`src/bpu_pkg.sv`:
```
`default_nettype none

package bpu_pkg;

    ////////////////////////////////////////
    // default widths
    ////////////////////////////////////////

    // pc and target width
    localparam int PC_WIDTH = 32;
    // pc bits above bit 2 indexing bht and pht
    localparam int INDEX_BITS = 8;
    // local history length, kept equal to INDEX_BITS
    localparam int HIST_BITS = 8;
    // pc bits above bit 2 indexing the btb
    localparam int BTB_INDEX_BITS = 6;

    ////////////////////////////////////////
    // 2-bit saturating counter
    ////////////////////////////////////////

    // upper bit is the taken prediction
    typedef enum logic [1:0] {
        strong_not_taken = 2'd0,
        weak_not_taken   = 2'd1,
        weak_taken       = 2'd2,
        strong_taken     = 2'd3
    } ctr_state_t;

    // one step toward taken, sticks at the top
    function automatic ctr_state_t ctr_inc(input ctr_state_t s);
        case (s)
            strong_not_taken: return weak_not_taken;
            weak_not_taken:   return weak_taken;
            default:          return strong_taken;
        endcase
    endfunction

    // one step toward not taken, sticks at the bottom
    function automatic ctr_state_t ctr_dec(input ctr_state_t s);
        case (s)
            strong_taken: return weak_taken;
            weak_taken:   return weak_not_taken;
            default:      return strong_not_taken;
        endcase
    endfunction

endpackage

`default_nettype wire

```
`src/bpu_update_if.sv`:
```
`timescale 1ns/10ps
`default_nettype none

// training bundle from dispatch/execute
interface bpu_update_if
    import bpu_pkg::*;
();

    // one retired branch per high cycle
    logic                update_en;
    // pc of the branch being trained
    logic [PC_WIDTH-1:0] pc;
    // resolved direction
    logic                taken;
    // resolved target, only meaningful when taken
    logic [PC_WIDTH-1:0] target;

    // driver side
    modport source (
        output update_en,
        output pc,
        output taken,
        output target
    );

    // table side
    modport sink (
        input update_en,
        input pc,
        input taken,
        input target
    );

endinterface

`default_nettype wire

```
`src/branch_target_buffer.sv`:
```
`timescale 1ns/10ps
`default_nettype none

// direct-mapped btb, tells fetch whether pc is a known branch and where it goes
module branch_target_buffer
    import bpu_pkg::*;
#(
    parameter int BTB_INDEX_BITS = bpu_pkg::BTB_INDEX_BITS
) (
    input  wire logic                clk,
    input  wire logic                rst,
    input  wire logic [PC_WIDTH-1:0] fetch_pc,
    bpu_update_if.sink               upd,
    output logic                     hit,
    output logic      [PC_WIDTH-1:0] target
);

    localparam int ENTRIES  = 1 << BTB_INDEX_BITS;
    // everything above the index is tag
    localparam int TAG_BITS = PC_WIDTH - BTB_INDEX_BITS - 2;

    ////////////////////////////////////////
    // entry storage
    ////////////////////////////////////////

    logic                valid_mem  [ENTRIES];
    logic [TAG_BITS-1:0] tag_mem    [ENTRIES];
    logic [PC_WIDTH-1:0] target_mem [ENTRIES];

    ////////////////////////////////////////
    // address split
    ////////////////////////////////////////

    // fetch side
    logic [BTB_INDEX_BITS-1:0] fetch_idx;
    logic [TAG_BITS-1:0]       fetch_tag;

    // update side
    logic [BTB_INDEX_BITS-1:0] upd_idx;
    logic [TAG_BITS-1:0]       upd_tag;

    // allocate only on resolved-taken branches
    logic alloc;

    assign fetch_idx = fetch_pc[BTB_INDEX_BITS+1:2];
    assign fetch_tag = fetch_pc[PC_WIDTH-1:BTB_INDEX_BITS+2];

    assign upd_idx = upd.pc[BTB_INDEX_BITS+1:2];
    assign upd_tag = upd.pc[PC_WIDTH-1:BTB_INDEX_BITS+2];

    assign alloc = upd.update_en & upd.taken;

    ////////////////////////////////////////
    // lookup
    ////////////////////////////////////////

    // hit needs a live entry and a full tag match
    assign hit    = valid_mem[fetch_idx] && (tag_mem[fetch_idx] == fetch_tag);
    // target passed straight out, qualified by hit at the top
    assign target = target_mem[fetch_idx];

    ////////////////////////////////////////
    // valid bits
    ////////////////////////////////////////

    always_ff @(posedge clk) begin
        if (rst) begin
            valid_mem <= '{default: 1'b0};
        end else if (alloc) begin
            valid_mem[upd_idx] <= 1'b1;
        end
    end

    ////////////////////////////////////////
    // tag and target payload
    ////////////////////////////////////////

    // aliasing entry simply gets replaced
    always_ff @(posedge clk) begin
        if (alloc) begin
            tag_mem[upd_idx]    <= upd_tag;
            target_mem[upd_idx] <= upd.target;
        end
    end

    // not-taken updates leave the entry alone, so a
    // branch that stops being taken keeps its target

endmodule

`default_nettype wire

```
`src/flat_wrapper.sv`:
```
// flat-port wrapper written by rule: the top's interface ports become plain ports
module branch_target_buffer_flat import bpu_pkg::*;
#(
    parameter int BTB_INDEX_BITS = bpu_pkg::BTB_INDEX_BITS
)
  (clk, rst, fetch_pc, hit, target, upd_update_en, upd_pc, upd_taken, upd_target);
  bpu_update_if upd_i ();
  input  wire logic clk;
  input  wire logic rst;
  input  wire logic [PC_WIDTH-1:0] fetch_pc;
  output logic hit;
  output logic      [PC_WIDTH-1:0] target;
  input wire logic [$bits(upd_i.update_en)-1:0] upd_update_en;
  input wire logic [$bits(upd_i.pc)-1:0] upd_pc;
  input wire logic [$bits(upd_i.taken)-1:0] upd_taken;
  input wire logic [$bits(upd_i.target)-1:0] upd_target;
  assign upd_i.update_en = upd_update_en;
  assign upd_i.pc = upd_pc;
  assign upd_i.taken = upd_taken;
  assign upd_i.target = upd_target;
  branch_target_buffer #(.BTB_INDEX_BITS(BTB_INDEX_BITS)) u_core (.clk(clk), .rst(rst), .fetch_pc(fetch_pc), .upd(upd_i), .hit(hit), .target(target));
endmodule
```
`config.mk`:
```
export PLATFORM = sky130hd
export DESIGN_NAME = branch_target_buffer_flat
export DESIGN_NICKNAME = d
export VERILOG_FILES = /design/src/bpu_pkg.sv /design/src/bpu_update_if.sv /design/src/branch_target_buffer.sv /design/src/flat_wrapper.sv
export SDC_FILE = /design/constraint.sdc
export NUM_CORES = 2
export LEC_CHECK = 0
export ABC_AREA = 1
export BUFFER_PORTS_ARGS = -buffer_cell sky130_fd_sc_hd__buf_2
export CORE_MARGIN = 2
export CORE_UTILIZATION = 25
export CTS_BUF_LIST = sky130_fd_sc_hd__clkbuf_8
export CTS_CLUSTER_DIAMETER = 100
export CTS_CLUSTER_SIZE = 14
export DETAILED_ROUTE_END_ITERATION = 6
export PLACE_DENSITY = 0.46
export RECOVER_POWER = 100
export REMOVE_ABC_BUFFERS = 1
export SLEW_MARGIN = 20
export SYNTH_ARGS = -nofsm -noshare
export SYNTH_HDL_FRONTEND = slang
export SYNTH_SLANG_ARGS = --single-unit
export TNS_END_PERCENT = 5
```
`constraint.sdc`:
```
create_clock -name clk -period 3.66 [get_ports clk]
set_input_delay 0.732 -clock clk [delete_from_list [all_inputs] [get_ports clk]]
set_output_delay 0.732 -clock clk [all_outputs]
set_load 0.05 [all_outputs]
```
# Word-level counts from Yosys, hierarchy flattened
# Memories as Yosys holds them, arrays and structs flattened.
# Cells that the tools add are included.
[word_totals]
register_bits = 64
ram_bits = 3584
in_bits = 100
out_inout_bits = 33
n_memories = 2
[op_classes]
order_cmp = 3
n_eq_ne = 1
n_mux = 7
bitwise_logic = 4
reduce_logical = 2
[memory_table]
columns = ["memory", "words", "word_bits", "rd", "rd_ports_with_merged_regs", "write_ports", "line_no", "source"]
rows = [
  ["u_core.target_mem", 64, 32, 1, 0, 1, "branch_target_buffer.sv:28", "logic [PC_WIDTH-1:0] target_mem [ENTRIES];"],
  ["u_core.tag_mem", 64, 24, 1, 0, 1, "branch_target_buffer.sv:27", "logic [TAG_BITS-1:0] tag_mem [ENTRIES];"],
]
[op_table]
columns = ["op", "count"]
rows = [
  ["$or 64x64->64", 1],
  ["$eq 24x24->1", 1],
  ["$ge 7x7->1 const B", 2],
  ["$not 6->7", 2],
  ["$lt 7x1->1 const B", 1],
  ["$bmux 1 s6", 1],
  ["$demux 1 s6", 1],
  ["$mux 1", 5],
  ["$logic_and 1x1->1", 2],
  ["$and 1x1->1", 1],
]

# Longest topological paths before layout
[depth]
depth_word = 6
mapped_depth = 20
mapped_depth_nobuf = 17

# Worst setup path after synthesis
# Ideal clock, no wire load.
[synth_path]
path_kind = "input to register"
start = "input upd_update_en"
end = "memory u_core.tag_mem[54][0] (netlist bit) (enable)"
arrival_ns = 3.497
setup_slack_ns = -0.309
cell_stages = 6
path_buffers = 0
path_cell_list = "nand2_1 nor2_1 inv_1 nor2_1 inv_1 nor2_1"
[synth_between]
elab_chain_len = 3
[synth_rtl]
columns = ["item", "line_no", "source"]
rows = [
  ["start, declared", "flat_wrapper.sv:13", "input wire logic [$bits(upd_i.update_en)-1:0] upd_update_en;"],
  ["$and 1x1->1", "branch_target_buffer.sv:51", "assign alloc = upd.update_en & upd.taken;"],
  ["$mux 1", "branch_target_buffer.sv:80", "if (alloc) begin"],
  ["$mux 1 (implied by the code)", "branch_target_buffer.sv:81", "tag_mem[upd_idx] <= upd_tag;"],
  ["end, declared", "branch_target_buffer.sv:27", ""],
]
# No other way between the ends.

# Final worst setup path
[layout_path]
start = "input fetch_pc[2]"
end = "output hit"
[layout_between]
elab_chain_len = 5
[layout_rtl]
columns = ["item", "line_no", "source"]
rows = [
  ["start, declared", "flat_wrapper.sv:10", "input wire logic [PC_WIDTH-1:0] fetch_pc;"],
  ["branches (longest 4 deep; another with $mem_v2 64x24)", "-", ""],
  ["$logic_and 1x1->1 *", "branch_target_buffer.sv:58", "assign hit = valid_mem[fetch_idx] && (tag_mem[fetch_idx] == fetch_tag);"],
  ["end, declared", "flat_wrapper.sv:11", "output logic hit;"],
]
# Every way passes the cells marked *. The select of a mux whose other input is x is not followed.

==> results.json <==
{
  "rr_endpoint": "u_core.valid_mem[42]$_SDFFE_PP0P_",
  "reg2reg_depth": 2,
  "slew_violations": 5797,
  "fin_ws_ps": -419,
  "crit_chain": "buf_16 -> buf_16 -> buf_4 -> buf_12 -> buf_12 -> nand2_1 -> nand3_1 -> nand3_1 -> nand3_1 -> nand3_1 -> nand3_2 -> nand2_1 -> nand2_1 -> nand2_1 -> inv_1 -> nand2_1 -> nor2_4 -> nand3_2 -> nor2_4 -> buf_12",
  "rows": 279,
  "worstSetupStartpoint": "fetch_pc[2]",
  "syn2layout_area_growth_pct": 14.7,
  "multi_input_area_um2": 32000,
  "cts.sinks": 3648,
  "power.share.switching_pct": 24.6,
  "dp_slack_ps": -1310,
  "postSynthAreaPerCell_um2": 12.7,
  "min_period_ps": 4080,
  "die_area_um2": 584000,
  "rrSetupSlack_ps": 2940,
  "cts_max_path_buffers": 4,
  "r2r_start": "u_core.valid_mem[42]$_SDFFE_PP0P_",
  "core_um2": 576000,
  "dpl_cell_area_um2": 164000,
  "cp-end-kind": "output port",
  "die_width_um": 764,
  "wl_um": 522000,
  "synth_edf_count": 3584,
  "grt_usage_pct": 17.1,
  "ys_ff_latch": 3648,
  "dr.pass1.iters": 6,
  "drtAntennaViolNets": 0,
  "violations": "capacitance limit, slew limit, setup timing",
  "clk_latency_ps": 1130,
  "critPathTopFamily": "simple AND/OR/NAND/NOR gates",
  "worstPathRequired_ps": 2930,
  "worstSetupStartpointType": "input port",
  "io_buffers": 128,
  "timing.hold.ws_ps": 476,
  "ir_drop_mv": 0.287,
  "cts_tree": "done",
  "final_common_cell": "edfxtp_1",
  "gp_congestion": 0.784,
  "vias_per_cell": 4.86,
  "critPathMaxFanout": 26,
  "cts_inserted_buffers": 300,
  "antenna_found_initial": 56,
  "rsz0062_at_grt": "yes",
  "cpMaxStageDelayCell": "buf_16",
  "arrival_ps": 3350,
  "synth_area_leaders": "edfxtp_1, nand3_1, nand2_1",
  "setup_viol": 188,
  "synth_cell_types": 27,
  "comb_power_share_pct": 8.6,
  "placedCellCount": 19360,
  "crit_cells": 20,
  "cts_root_buf": "clkbuf_8",
  "p_sw_mw": 18.2,
  "hp-class": "reg2reg",
  "htreeDepth": 5,
  "finalCritPeriodShare_pct": 111,
  "total_power_mw": 74.0,
  "grt_first_pass_wirelength_um": 722000,
  "finalNonFillerCells": 19745,
  "hold_violations": 0,
  "synth_top_area_share_pct": 74.5,
  "finalNetCount": 12054,
  "dp_hpwl_um": 310000,
  "dr.first_iter.drc_count": 11264,
  "synth-main-ff-cell": "edfxtp_1",
  "synthCells": 11363,
  "crit_type": "in2out",
  "max_cap_viol_count": 167,
  "grt_pass1_vias": 90508,
  "max_stage_delay_ps": 200,
  "start_util_pct": 25.1,
  "cp-endpoint": "hit",
  "drive_gt1_share_pct": 11.1,
  "cp_num_buf_inv": 7,
  "seqPwrFrac_pct": 62.2,
  "relSlewSlack_pct": -107,
  "grt_overflow_total": 0,
  "tightest_slew_ps": 3110,
  "wl_per_cell_um": 26.5,
  "num-fill-cells": 58978,
  "design_area_um2": 166000,
  "intPower_mw": 55.8,
  "pin_count": 133,
  "vias": 95907,
  "p_leak_nw": 53.5,
  "grt_max_degree": 91,
  "clockPowerShare_pct": 29.2,
  "seqCellArea_um2": 109000,
  "yosysTopAreaCell": "edfxtp_1",
  "drcViolationCount": 0,
  "path_clk_slew_ps": 90,
  "maxClockFrequency_ghz": 0.245,
  "ys_async_sr_fraction_pct": 0,
  "status": "finished, violations left",
  "power.density_nw_per_um2": 447,
  "worst_clock_skew_ps": 0,
  "yosys_warnings": 0,
  "ys_seq_area_share_pct": 75.4,
  "synth_area_um2": 144000,
  "die_y_um": 764,
  "crit_top_cell": "nand2_1",
  "final_cell_mix": "edfxtp_1, nand2_1, nor2_1"
}
[layout make-up]
class	count	share of cell area [%]
clock buffers	306	2.54
multi-input cells	6868	19.3
clock inverters	49	0.193
repair buffers	1090	6.23
well taps	7727	5.83
diodes	11	0.0166
repair inverters	2	0.0106
flip-flops and latches	3648	65.7
inverters	44	0.148
[tightest hold or removal path: stages, from the launching register on]
cell and delay (ps):
dfxtp_1 340, nor2_1 50, nor2_1 60
[repair_timing]
item / CTS / global route
resized for setup: 121 / 135
endpoints found under the hold margin: 2 / 32
hold buffers: 2 / 2
setup endpoints to repair: 33 / 33
setup buffers: 0 / 11
pin swaps: 26 / 49
cloned: 2 / 6
[power by group through the flow]
stage | clock network [mW] | logic [mW] | registers, mW
2_1_floorplan | 0 | 2.70 | 46.9
3_3_place_gp | 0 | 6.22 | 46.9
3_5_place_dp | 0 | 6.22 | 47.0
4_1_cts | 22.2 | 6.34 | 46.0
5_1_grt | 23.5 | 6.87 | 46.1
6_report | 21.6 | 6.36 | 46.1
[per-layer routing]
layer	global-route usage [%]	wire length [µm]	up-vias
met4	3.64	13300	26
met1	24.6	234000	49475
met2	27.7	240000	3261
met5	0	168	-
met3	2.16	34800	681
li1	-	-	42464
[stage by stage]
stage               util, %  setup TNS [ps]
floorplan                 -        -1362920
detailed placement     28.4          -16640
global route           28.7          -22310
finish                 28.8          -24030
global placement       28.4          -17060
CTS                    29.3          -10630
[cell usage after synthesis (3+ instances only)]
cell type and instances:
inv_2 3, o32ai_1 31, nand2_1 1757, o22ai_1 634
edfxtp_1 3584, nor2_1 1564, nor3_1 9, o21ai_1 38
nand3_1 1529, dfxtp_1 64, buf_4 119, buf_1 56
o21ba_2 8, buf_6 41, a21oi_1 7, clkbuf_1 310
o21ai_0 1266, a31oi_1 5, nand3b_1 14, buf_2 276
inv_1 40
[how the worst min path moves through the flow]
| stage | startpoint | endpoint | slack (ps) | cells after the start |
|---|---|---|---|---|
| after floorplan | u_core.valid_mem[0]$_SDFFE_PP0P_ | u_core.valid_mem[0]$_SDFFE_PP0P_ | 440 | 2 |
| after global placement | u_core.valid_mem[8]$_SDFFE_PP0P_ | u_core.valid_mem[8]$_SDFFE_PP0P_ | 450 | 2 |
| after detailed placement | u_core.valid_mem[2]$_SDFFE_PP0P_ | u_core.valid_mem[2]$_SDFFE_PP0P_ | 460 | 2 |
| after CTS | upd_target[25] | u_core.target_mem[34][25]$_DFFE_PP_ | 50 | 1 |
| after global routing | u_core.valid_mem[10]$_SDFFE_PP0P_ | u_core.valid_mem[10]$_SDFFE_PP0P_ | 500 | 2 |
| final | u_core.valid_mem[8]$_SDFFE_PP0P_ | u_core.valid_mem[8]$_SDFFE_PP0P_ | 480 | 2 |
[state kept, by name, indices dropped and copies added (netlist names)]
register and cells:
u_core.target_mem 2048, u_core.tag_mem 1536, u_core.valid_mem 64
[cells by family (layout without fill, tap and decap cells)]
family,count (synthesis),count (layout),share of synthesized area [%]
AND/OR/NAND/NOR,4875,4875,14.0
flip-flops,3648,3648,75.4
AO/OA/AOI/OAI,1993,1993,7.58
buffers and inverters,847,1491,2.97
other,0,11,0
No activity file was read; power rests on OpenSTA's default activity.
