[src/bpu_pkg.sv]
`default_nettype none

package bpu_pkg;

    ////////////////////////////////////////
    // default widths
    ////////////////////////////////////////

    // pc and target width
    localparam int PC_WIDTH = 32;
    // pc bits above bit 2 indexing bht and pht
    localparam int INDEX_BITS = 8;
    // local history length, kept equal to INDEX_BITS
    localparam int HIST_BITS = 8;
    // pc bits above bit 2 indexing the btb
    localparam int BTB_INDEX_BITS = 6;

    ////////////////////////////////////////
    // 2-bit saturating counter
    ////////////////////////////////////////

    // upper bit is the taken prediction
    typedef enum logic [1:0] {
        strong_not_taken = 2'd0,
        weak_not_taken   = 2'd1,
        weak_taken       = 2'd2,
        strong_taken     = 2'd3
    } ctr_state_t;

    // one step toward taken, sticks at the top
    function automatic ctr_state_t ctr_inc(input ctr_state_t s);
        case (s)
            strong_not_taken: return weak_not_taken;
            weak_not_taken:   return weak_taken;
            default:          return strong_taken;
        endcase
    endfunction

    // one step toward not taken, sticks at the bottom
    function automatic ctr_state_t ctr_dec(input ctr_state_t s);
        case (s)
            strong_taken: return weak_taken;
            weak_taken:   return weak_not_taken;
            default:      return strong_not_taken;
        endcase
    endfunction

endpackage

`default_nettype wire

[src/bpu_update_if.sv]
`timescale 1ns/10ps
`default_nettype none

// training bundle from dispatch/execute
interface bpu_update_if
    import bpu_pkg::*;
();

    // one retired branch per high cycle
    logic                update_en;
    // pc of the branch being trained
    logic [PC_WIDTH-1:0] pc;
    // resolved direction
    logic                taken;
    // resolved target, only meaningful when taken
    logic [PC_WIDTH-1:0] target;

    // driver side
    modport source (
        output update_en,
        output pc,
        output taken,
        output target
    );

    // table side
    modport sink (
        input update_en,
        input pc,
        input taken,
        input target
    );

endinterface

`default_nettype wire

[src/branch_history_table.sv]
`timescale 1ns/10ps
`default_nettype none

// per-branch local history, one shift register per pc index
module branch_history_table
    import bpu_pkg::*;
#(
    parameter int INDEX_BITS = bpu_pkg::INDEX_BITS,
    parameter int HIST_BITS  = bpu_pkg::HIST_BITS
) (
    input  wire logic                 clk,
    input  wire logic                 rst,
    input  wire logic [PC_WIDTH-1:0]  fetch_pc,
    bpu_update_if.sink                upd,
    output logic      [HIST_BITS-1:0] fetch_history,
    output logic      [HIST_BITS-1:0] update_history
);

    localparam int ENTRIES = 1 << INDEX_BITS;

    ////////////////////////////////////////
    // index and storage
    ////////////////////////////////////////

    // word-aligned pc, skip bits 1:0
    logic [INDEX_BITS-1:0] fetch_idx;
    logic [INDEX_BITS-1:0] upd_idx;

    // history registers, newest outcome at bit 0
    logic [HIST_BITS-1:0] hist_mem [ENTRIES];

    assign fetch_idx = fetch_pc[INDEX_BITS+1:2];
    assign upd_idx   = upd.pc[INDEX_BITS+1:2];

    ////////////////////////////////////////
    // read ports
    ////////////////////////////////////////

    // fetch side, same cycle as pc
    assign fetch_history  = hist_mem[fetch_idx];
    // update side sees the old entry, feeds pht training
    assign update_history = hist_mem[upd_idx];

    ////////////////////////////////////////
    // shift in resolved outcome
    ////////////////////////////////////////

    always_ff @(posedge clk) begin
        if (rst) begin
            // all histories back to zero
            hist_mem <= '{default: '0};
        end else if (upd.update_en) begin
            // oldest bit falls off the top
            hist_mem[upd_idx] <= {update_history[HIST_BITS-2:0], upd.taken};
        end
    end

endmodule

`default_nettype wire

[src/flat_wrapper.sv]
// flat-port wrapper written by rule: the top's interface ports become plain ports
module branch_history_table_flat import bpu_pkg::*;
#(
    parameter int INDEX_BITS = bpu_pkg::INDEX_BITS,
    parameter int HIST_BITS  = bpu_pkg::HIST_BITS
)
  (clk, rst, fetch_pc, fetch_history, update_history, upd_update_en, upd_pc, upd_taken, upd_target);
  bpu_update_if upd_i ();
  input  wire logic clk;
  input  wire logic rst;
  input  wire logic [PC_WIDTH-1:0] fetch_pc;
  output logic      [HIST_BITS-1:0] fetch_history;
  output logic      [HIST_BITS-1:0] update_history;
  input wire logic [$bits(upd_i.update_en)-1:0] upd_update_en;
  input wire logic [$bits(upd_i.pc)-1:0] upd_pc;
  input wire logic [$bits(upd_i.taken)-1:0] upd_taken;
  input wire logic [$bits(upd_i.target)-1:0] upd_target;
  assign upd_i.update_en = upd_update_en;
  assign upd_i.pc = upd_pc;
  assign upd_i.taken = upd_taken;
  assign upd_i.target = upd_target;
  branch_history_table #(.INDEX_BITS(INDEX_BITS), .HIST_BITS(HIST_BITS)) u_core (.clk(clk), .rst(rst), .fetch_pc(fetch_pc), .upd(upd_i), .fetch_history(fetch_history), .update_history(update_history));
endmodule
[config.mk]
export PLATFORM = sky130hd
export DESIGN_NAME = branch_history_table_flat
export DESIGN_NICKNAME = d
export VERILOG_FILES = /design/src/bpu_pkg.sv /design/src/bpu_update_if.sv /design/src/branch_history_table.sv /design/src/flat_wrapper.sv
export SDC_FILE = /design/constraint.sdc
export NUM_CORES = 2
export LEC_CHECK = 0
export BUFFER_PORTS_ARGS = -buffer_cell sky130_fd_sc_hd__buf_2
export CORE_MARGIN = 5
export CORE_UTILIZATION = 34
export CTS_BUF_LIST = sky130_fd_sc_hd__clkbuf_4 sky130_fd_sc_hd__clkbuf_8 sky130_fd_sc_hd__clkbuf_16
export CTS_CLUSTER_SIZE = 28
export DETAILED_ROUTE_END_ITERATION = 12
export GPL_TIMING_DRIVEN = 1
export PLACE_DENSITY = 0.46
export SYNTH_ARGS = -nofsm -noshare
export SYNTH_HDL_FRONTEND = slang
export SYNTH_SLANG_ARGS = --single-unit
[constraint.sdc]
create_clock -name clk -period 4.1 [get_ports clk]
set_clock_uncertainty 0.1 [all_clocks]
set_input_delay 0.41 -clock clk [delete_from_list [all_inputs] [get_ports clk]]
set_output_delay 0.41 -clock clk [all_outputs]
set_load 0.03 [all_outputs]
# [Yosys cells after proc, flatten, opt, wreduce, memory -nomap -nowiden]
# Index checks and enable logic that the tools add are counted.
[totals] register_bits=2048 elab_cells=271
[classes] magnitude_cmp=3 mux=9 n_bitwise=2 reduce_logical=1
[ops] cell="$bwmux W2048" n=1
[ops] cell="$bmux W8 S8" n=2
[ops] cell="$demux W8 S8" n=1
[ops] cell="$mux W8" n=5
[ops] cell="$ge A9 B9 Y1 const B" n=2
[ops] cell="$not A8 Y9" n=2
[ops] cell="$lt A9 B1 Y1 const B" n=1
[ops] cell="$logic_and A1 B1 Y1" n=1

# [Longest topological paths before layout]
[logic_depth] ltp_word=6 mapped_depth=17 depth_no_buf=7

# [Worst setup path before layout]
# Ideal clock, no wire load.
[synth_path] path_kind="input port to output port" from="in upd_pc[2]" to="out update_history[5]" arrival_ps=3258 t_required_ps=3590 path_slack_ps=332 cell_stages=15 path_buffers=10 path_cell_list="buf_6 buf_12 buf_6 buf_6 buf_6 buf_4 buf_4 buf_4 nand2_1 a31oi_1 nand2_1 and4_1 buf_2 buf_2 o21ai_0"
[synth_between] elab_chain_len=4
[synth_lines] element="start: declaration" line="flat_wrapper.sv:15" text="input wire logic [$bits(upd_i.pc)-1:0] upd_pc;"
[synth_lines] element="$not A8 Y9 (implied by the code)" line="branch_history_table.sv:42" text="assign update_history = hist_mem[upd_idx];"
[synth_lines] element="$bmux W8 S8" line="branch_history_table.sv:42"
[synth_lines] element="$mux W8 (implied by the code) (2 in a row)" line="branch_history_table.sv:42"
[synth_lines] element="end: declaration" line="flat_wrapper.sv:13" text="output logic [HIST_BITS-1:0] update_history;"
# No other way between the ends. The select of a mux whose other input is x is not followed.

# [Final worst setup path]
[layout_path] from="in upd_pc[2]" to="out update_history[7]"
# The elaborated chain is that of the path after synthesis.

==> run summary <==
The flow ran to the end, but the final reports show violations. The final reports fail on negative setup slack. The post-synthesis cell area is 0.104 sq mm. Fill cells in the final layout number 29700. After detailed routing, the met2 layer carries 206000 um of wire. The uppermost metal layer occupied by signal nets is met5.

The combinational family with the most area after synthesis is multiplexers. Measured along the y axis, the die boundary spans 563 um. Setup repair after global routing could not meet its margin everywhere. The worst setup path is launched from a primary input. The number of remaining DRC errors came out at 0. The all-layer global routing usage came out at 28.8%.

For the worst setup path, the data arrival time is 3620 ps. The worst-case IR drop observed on VDD is 0.362 mV. Power comes to 46.6 mW.

The post-synthesis xor/xnor area fraction came out at 0%. Ranked by flip-flop count, first place goes to u_core.hist_mem. By area the synthesized netlist is led by sky130_fd_sc_hd__dfxtp_1 39%, sky130_fd_sc_hd__mux4_2 21%, sky130_fd_sc_hd__a211oi_1 9.0%, sky130_fd_sc_hd__nor2_1 6.9%, sky130_fd_sc_hd__nand2_1 4.0%. The share of flip-flops with an asynchronous set or reset after synthesis is 0%. The die area is 0.317 sq mm. The commonest non-fill, non-tap cell in the layout is sky130_fd_sc_hd__dfxtp_1. The area fraction of the dominant cell type after synthesis came out at 39.4%. The minimum clock period after layout came out at 4130 ps. The remaining number of nets flagged by the antenna check after routing is 0. The largest net degree at the start of global routing is 157. The part of the cycle the worst path needs came out at 101%. The static leakage is 40.3 nW. The final weighted congestion of routability-driven global placement is 0.963. The netlist uses 79 different library cells. The maximum count of clock buffers along a single path came out at 4. After technology mapping, the gate count stands at 10500.

The total area of multi-input combinational cells came out at 0.0584 sq mm. The root buffer cell chosen for the clock tree is sky130_fd_sc_hd__clkbuf_16. In this run the critical register-to-register path is captured at u_core.hist_mem[1183]. The length of routed met3 wiring came out at 45100 um. The estimated wirelength of the detail-placed design came out at 341000 um.

The smallest setup slack after layout is -26.3 ps. By startpoint and endpoint, the worst setup path is classified as primary input to primary output. The vias after detailed routing is 91300. In the layout the commonest cells are 2043 x sky130_fd_sc_hd__dfxtp_1, 1898 x sky130_fd_sc_hd__nor2_1, 1239 x sky130_fd_sc_hd__a211oi_1, 1115 x sky130_fd_sc_hd__nand2_1, 992 x sky130_fd_sc_hd__mux4_2. The Yosys step of the flow raised 0 warnings.

The biggest area contributor in the post-synthesis netlist is sky130_fd_sc_hd__dfxtp_1. The main flop type after synthesis is sky130_fd_sc_hd__dfxtp_1. The detailed-route wire length per cell is 31.4 um. The area used by sequential logic in the layout came out at 0.0410 sq mm.

The initial core utilization came out at 34.1%. The number of flip-flops in the largest register came out at 2048. The sequential fraction of the synthesis area came out at 39.4%. The compound-gate portion of the synthesized area is 15.8%. Dividing the synthesized area by the synthesized cell count gives 9.88 sq um.

For the final routed database, the setup TNS stands at -26.3 ps. The total clock buffers created by CTS is 237. The final-stage net count came out at 10900. The horizontal extent of the die is 563 um. The count of final max-slew check failures is 0. The multiplexer share of the synthesized area came out at 25.5%. For this block, wires on met1 add up to 195000 um. The worst setup slack before clock tree synthesis is -642 ps.

Counting instances, the worst hold path has a depth of 4. Static timing analysis puts the maximum clock frequency at 242 MHz. The relative slew slack came out at 9.70%.

The type of element capturing the critical path is a primary output. The relative area change from synthesis to final layout is 18.3%. The area share of fa/ha/maj cells after synthesis came out at 0%.

The number of setup violations in the final report is 1. The routed wire length is 474000 um. The final standard cell utilization of the core came out at 40.3%. The number of placed cells counting well taps came out at 14600. The first global-routing pass estimated 667000 um of wire. The setup slack of the worst register-to-register path came out at 750 ps. The number of DRC violations after detailed-routing iteration 0 came out at 11100. The post-route standard cell area excluding fillers came out at 0.123 sq mm. The ratio of routed vias to standard cells is 6.05. Once layout is complete, the cells apart from fillers number 15100. For the worst flop-to-flop path, the logic depth is 8. For this design the top-level I/O count stands at 116. The worst flop-to-flop path startpoint is u_core.hist_mem[326].

Counting flops and latches in the post-synthesis netlist gives 2048. The placeable core region is 0.305 sq mm. Global routing finished with a remaining overflow of 0. The maximum fanout count along the critical path came out at 16.

The clock tree from TritonCTS is done. The number of search-and-repair iterations in the first detailed-routing pass came out at 6. The number of rows in the core area came out at 203. The clock transition at the register clock pins on the worst setup and hold paths after CTS came out at 60 ps. In this run the worst hold path is classified as primary input to flip-flop. The largest registers in the layout are u_core.hist_mem x2048. The hold violation total from the final report is 0. CTS built an H-tree with a depth of 4. The worst path required time came out at 3590 ps.

The number of max-capacitance violations reported is 0. The power density of the placed cells is 379 mW/mm^2. The transition at the pin with the smallest max-transition slack is 1350 ps.

The count of input and output buffers came out at 35. The number of synthesized flops with an enable pin is 0. The initial antenna violation count came out at 31.

The later pin in the worst-skew pair is clocked with a latency of 940 ps. The number of global-route vias before repair came out at 86100. The simple-gate portion of the synthesized area is 14.1%. For hold timing, the worst endpoint is u_core.hist_mem[24].

The proportion of layout cells with a drive suffix above 1 came out at 24.6%. After detailed placement, the total cell area comes to 0.114 sq mm. The hold path startpoint is upd_update_en. For this design, the sink count on the clock tree is 2048. The worst hold margin came out at 274 ps.

The number of nets handed over by synthesis was 10600.
==> synthesized netlist by cell type, types with 5 or more instances <==
master	n
sky130_fd_sc_hd__a2111oi_0	6
sky130_fd_sc_hd__a211o_1	5
sky130_fd_sc_hd__a211oi_1	1243
sky130_fd_sc_hd__a21oi_1	557
sky130_fd_sc_hd__a221oi_1	20
sky130_fd_sc_hd__a22o_1	14
sky130_fd_sc_hd__a22oi_1	141
sky130_fd_sc_hd__a311oi_1	8
sky130_fd_sc_hd__a31oi_1	29
sky130_fd_sc_hd__a32oi_1	8
sky130_fd_sc_hd__and2_1	10
sky130_fd_sc_hd__and3_1	18
sky130_fd_sc_hd__and4_1	5
sky130_fd_sc_hd__buf_1	74
sky130_fd_sc_hd__buf_12	8
sky130_fd_sc_hd__buf_2	310
sky130_fd_sc_hd__buf_4	106
sky130_fd_sc_hd__buf_6	32
sky130_fd_sc_hd__buf_8	6
sky130_fd_sc_hd__clkbuf_1	530
sky130_fd_sc_hd__dfxtp_1	2048
sky130_fd_sc_hd__inv_1	6
sky130_fd_sc_hd__mux2_2	21
sky130_fd_sc_hd__mux2i_1	321
sky130_fd_sc_hd__mux4_1	33
sky130_fd_sc_hd__mux4_2	987
sky130_fd_sc_hd__nand2_1	1118
sky130_fd_sc_hd__nand2b_1	14
sky130_fd_sc_hd__nand3_1	84
sky130_fd_sc_hd__nand3b_1	131
sky130_fd_sc_hd__nand4_1	20
sky130_fd_sc_hd__nor2_1	1910
sky130_fd_sc_hd__nor2_2	46
sky130_fd_sc_hd__nor2b_1	22
sky130_fd_sc_hd__nor3_1	155
sky130_fd_sc_hd__nor4_1	8
sky130_fd_sc_hd__o2111ai_1	14
sky130_fd_sc_hd__o211ai_1	30
sky130_fd_sc_hd__o21ai_0	315
sky130_fd_sc_hd__o221ai_1	14
sky130_fd_sc_hd__o22ai_1	30
sky130_fd_sc_hd__o31ai_1	5
sky130_fd_sc_hd__or2_2	6
==> cell families after synthesis <==
| logic type | count (synthesis) |
|---|---|
| flops | 2048 |
| buf+inv | 1077 |
| mux | 1363 |
| simple gates | 3572 |
| compound gates | 2472 |
==> worst max-delay path, cell delays in order <==
cell and delay [ps]:
sky130_fd_sc_hd__buf_12 240, sky130_fd_sc_hd__buf_12 260, sky130_fd_sc_hd__buf_12 230, sky130_fd_sc_hd__mux4_2 540, sky130_fd_sc_hd__a22oi_1 350, sky130_fd_sc_hd__a21oi_1 260, sky130_fd_sc_hd__a21oi_1 230, sky130_fd_sc_hd__buf_4 140
sky130_fd_sc_hd__a21oi_1 210, sky130_fd_sc_hd__a211o_4 470, sky130_fd_sc_hd__buf_6 160
==> power breakdown <==
part	switching, mW	leakage (nW)	total, mW	internal, mW
Clock	9.21	4.13	22.3	13.1
Combinational	2.91	19.7	4.33	1.42
Sequential	0.0262	16.5	20.0	19.9
==> what timing repair did <==
action | 4_1_cts | 5_1_grt
hold buffers | 2 | 0
setup endpoints to repair | 13 | 10
setup buffers | 4 | 2
hold endpoints to repair | 57 | 0
pin swaps | 14 | 13
gates resized for setup | 64 | 34
==> cell type report <==
cell class	count	area share [%]
Inverter	9	0.0315
Clock buffer	354	5.87
Timing Repair Buffer	1077	8.37
Sequential cell	2048	33.3
Multi-Input combinational cell	7407	47.5
Clock inverter	78	0.734
Antenna cell	19	0.0386
Tap cell	4100	4.17
==> routing by layer <==
layer / track usage [%] / vias up
met5: 0 / -
met4: 13.9 / 18
met3: 6.83 / 934
met2: 43.3 / 4688
met1: 39.1 / 45900
li1: - / 39700
==> how the worst max path moves through the flow <==
stage	start	to	slack [ps]	cells after the start
final	upd_pc[2]	update_history[7]	-30	11
after global routing	u_core.hist_mem[387]	update_history[3]	-40	9
after CTS	u_core.hist_mem[326]	update_history[6]	-50	7
after detailed placement	upd_pc[2]	update_history[5]	-640	15
after global placement	upd_pc[2]	update_history[5]	-680	15
after floorplan	upd_pc[2]	update_history[5]	330	15
(Power assumes the default switching activity.)
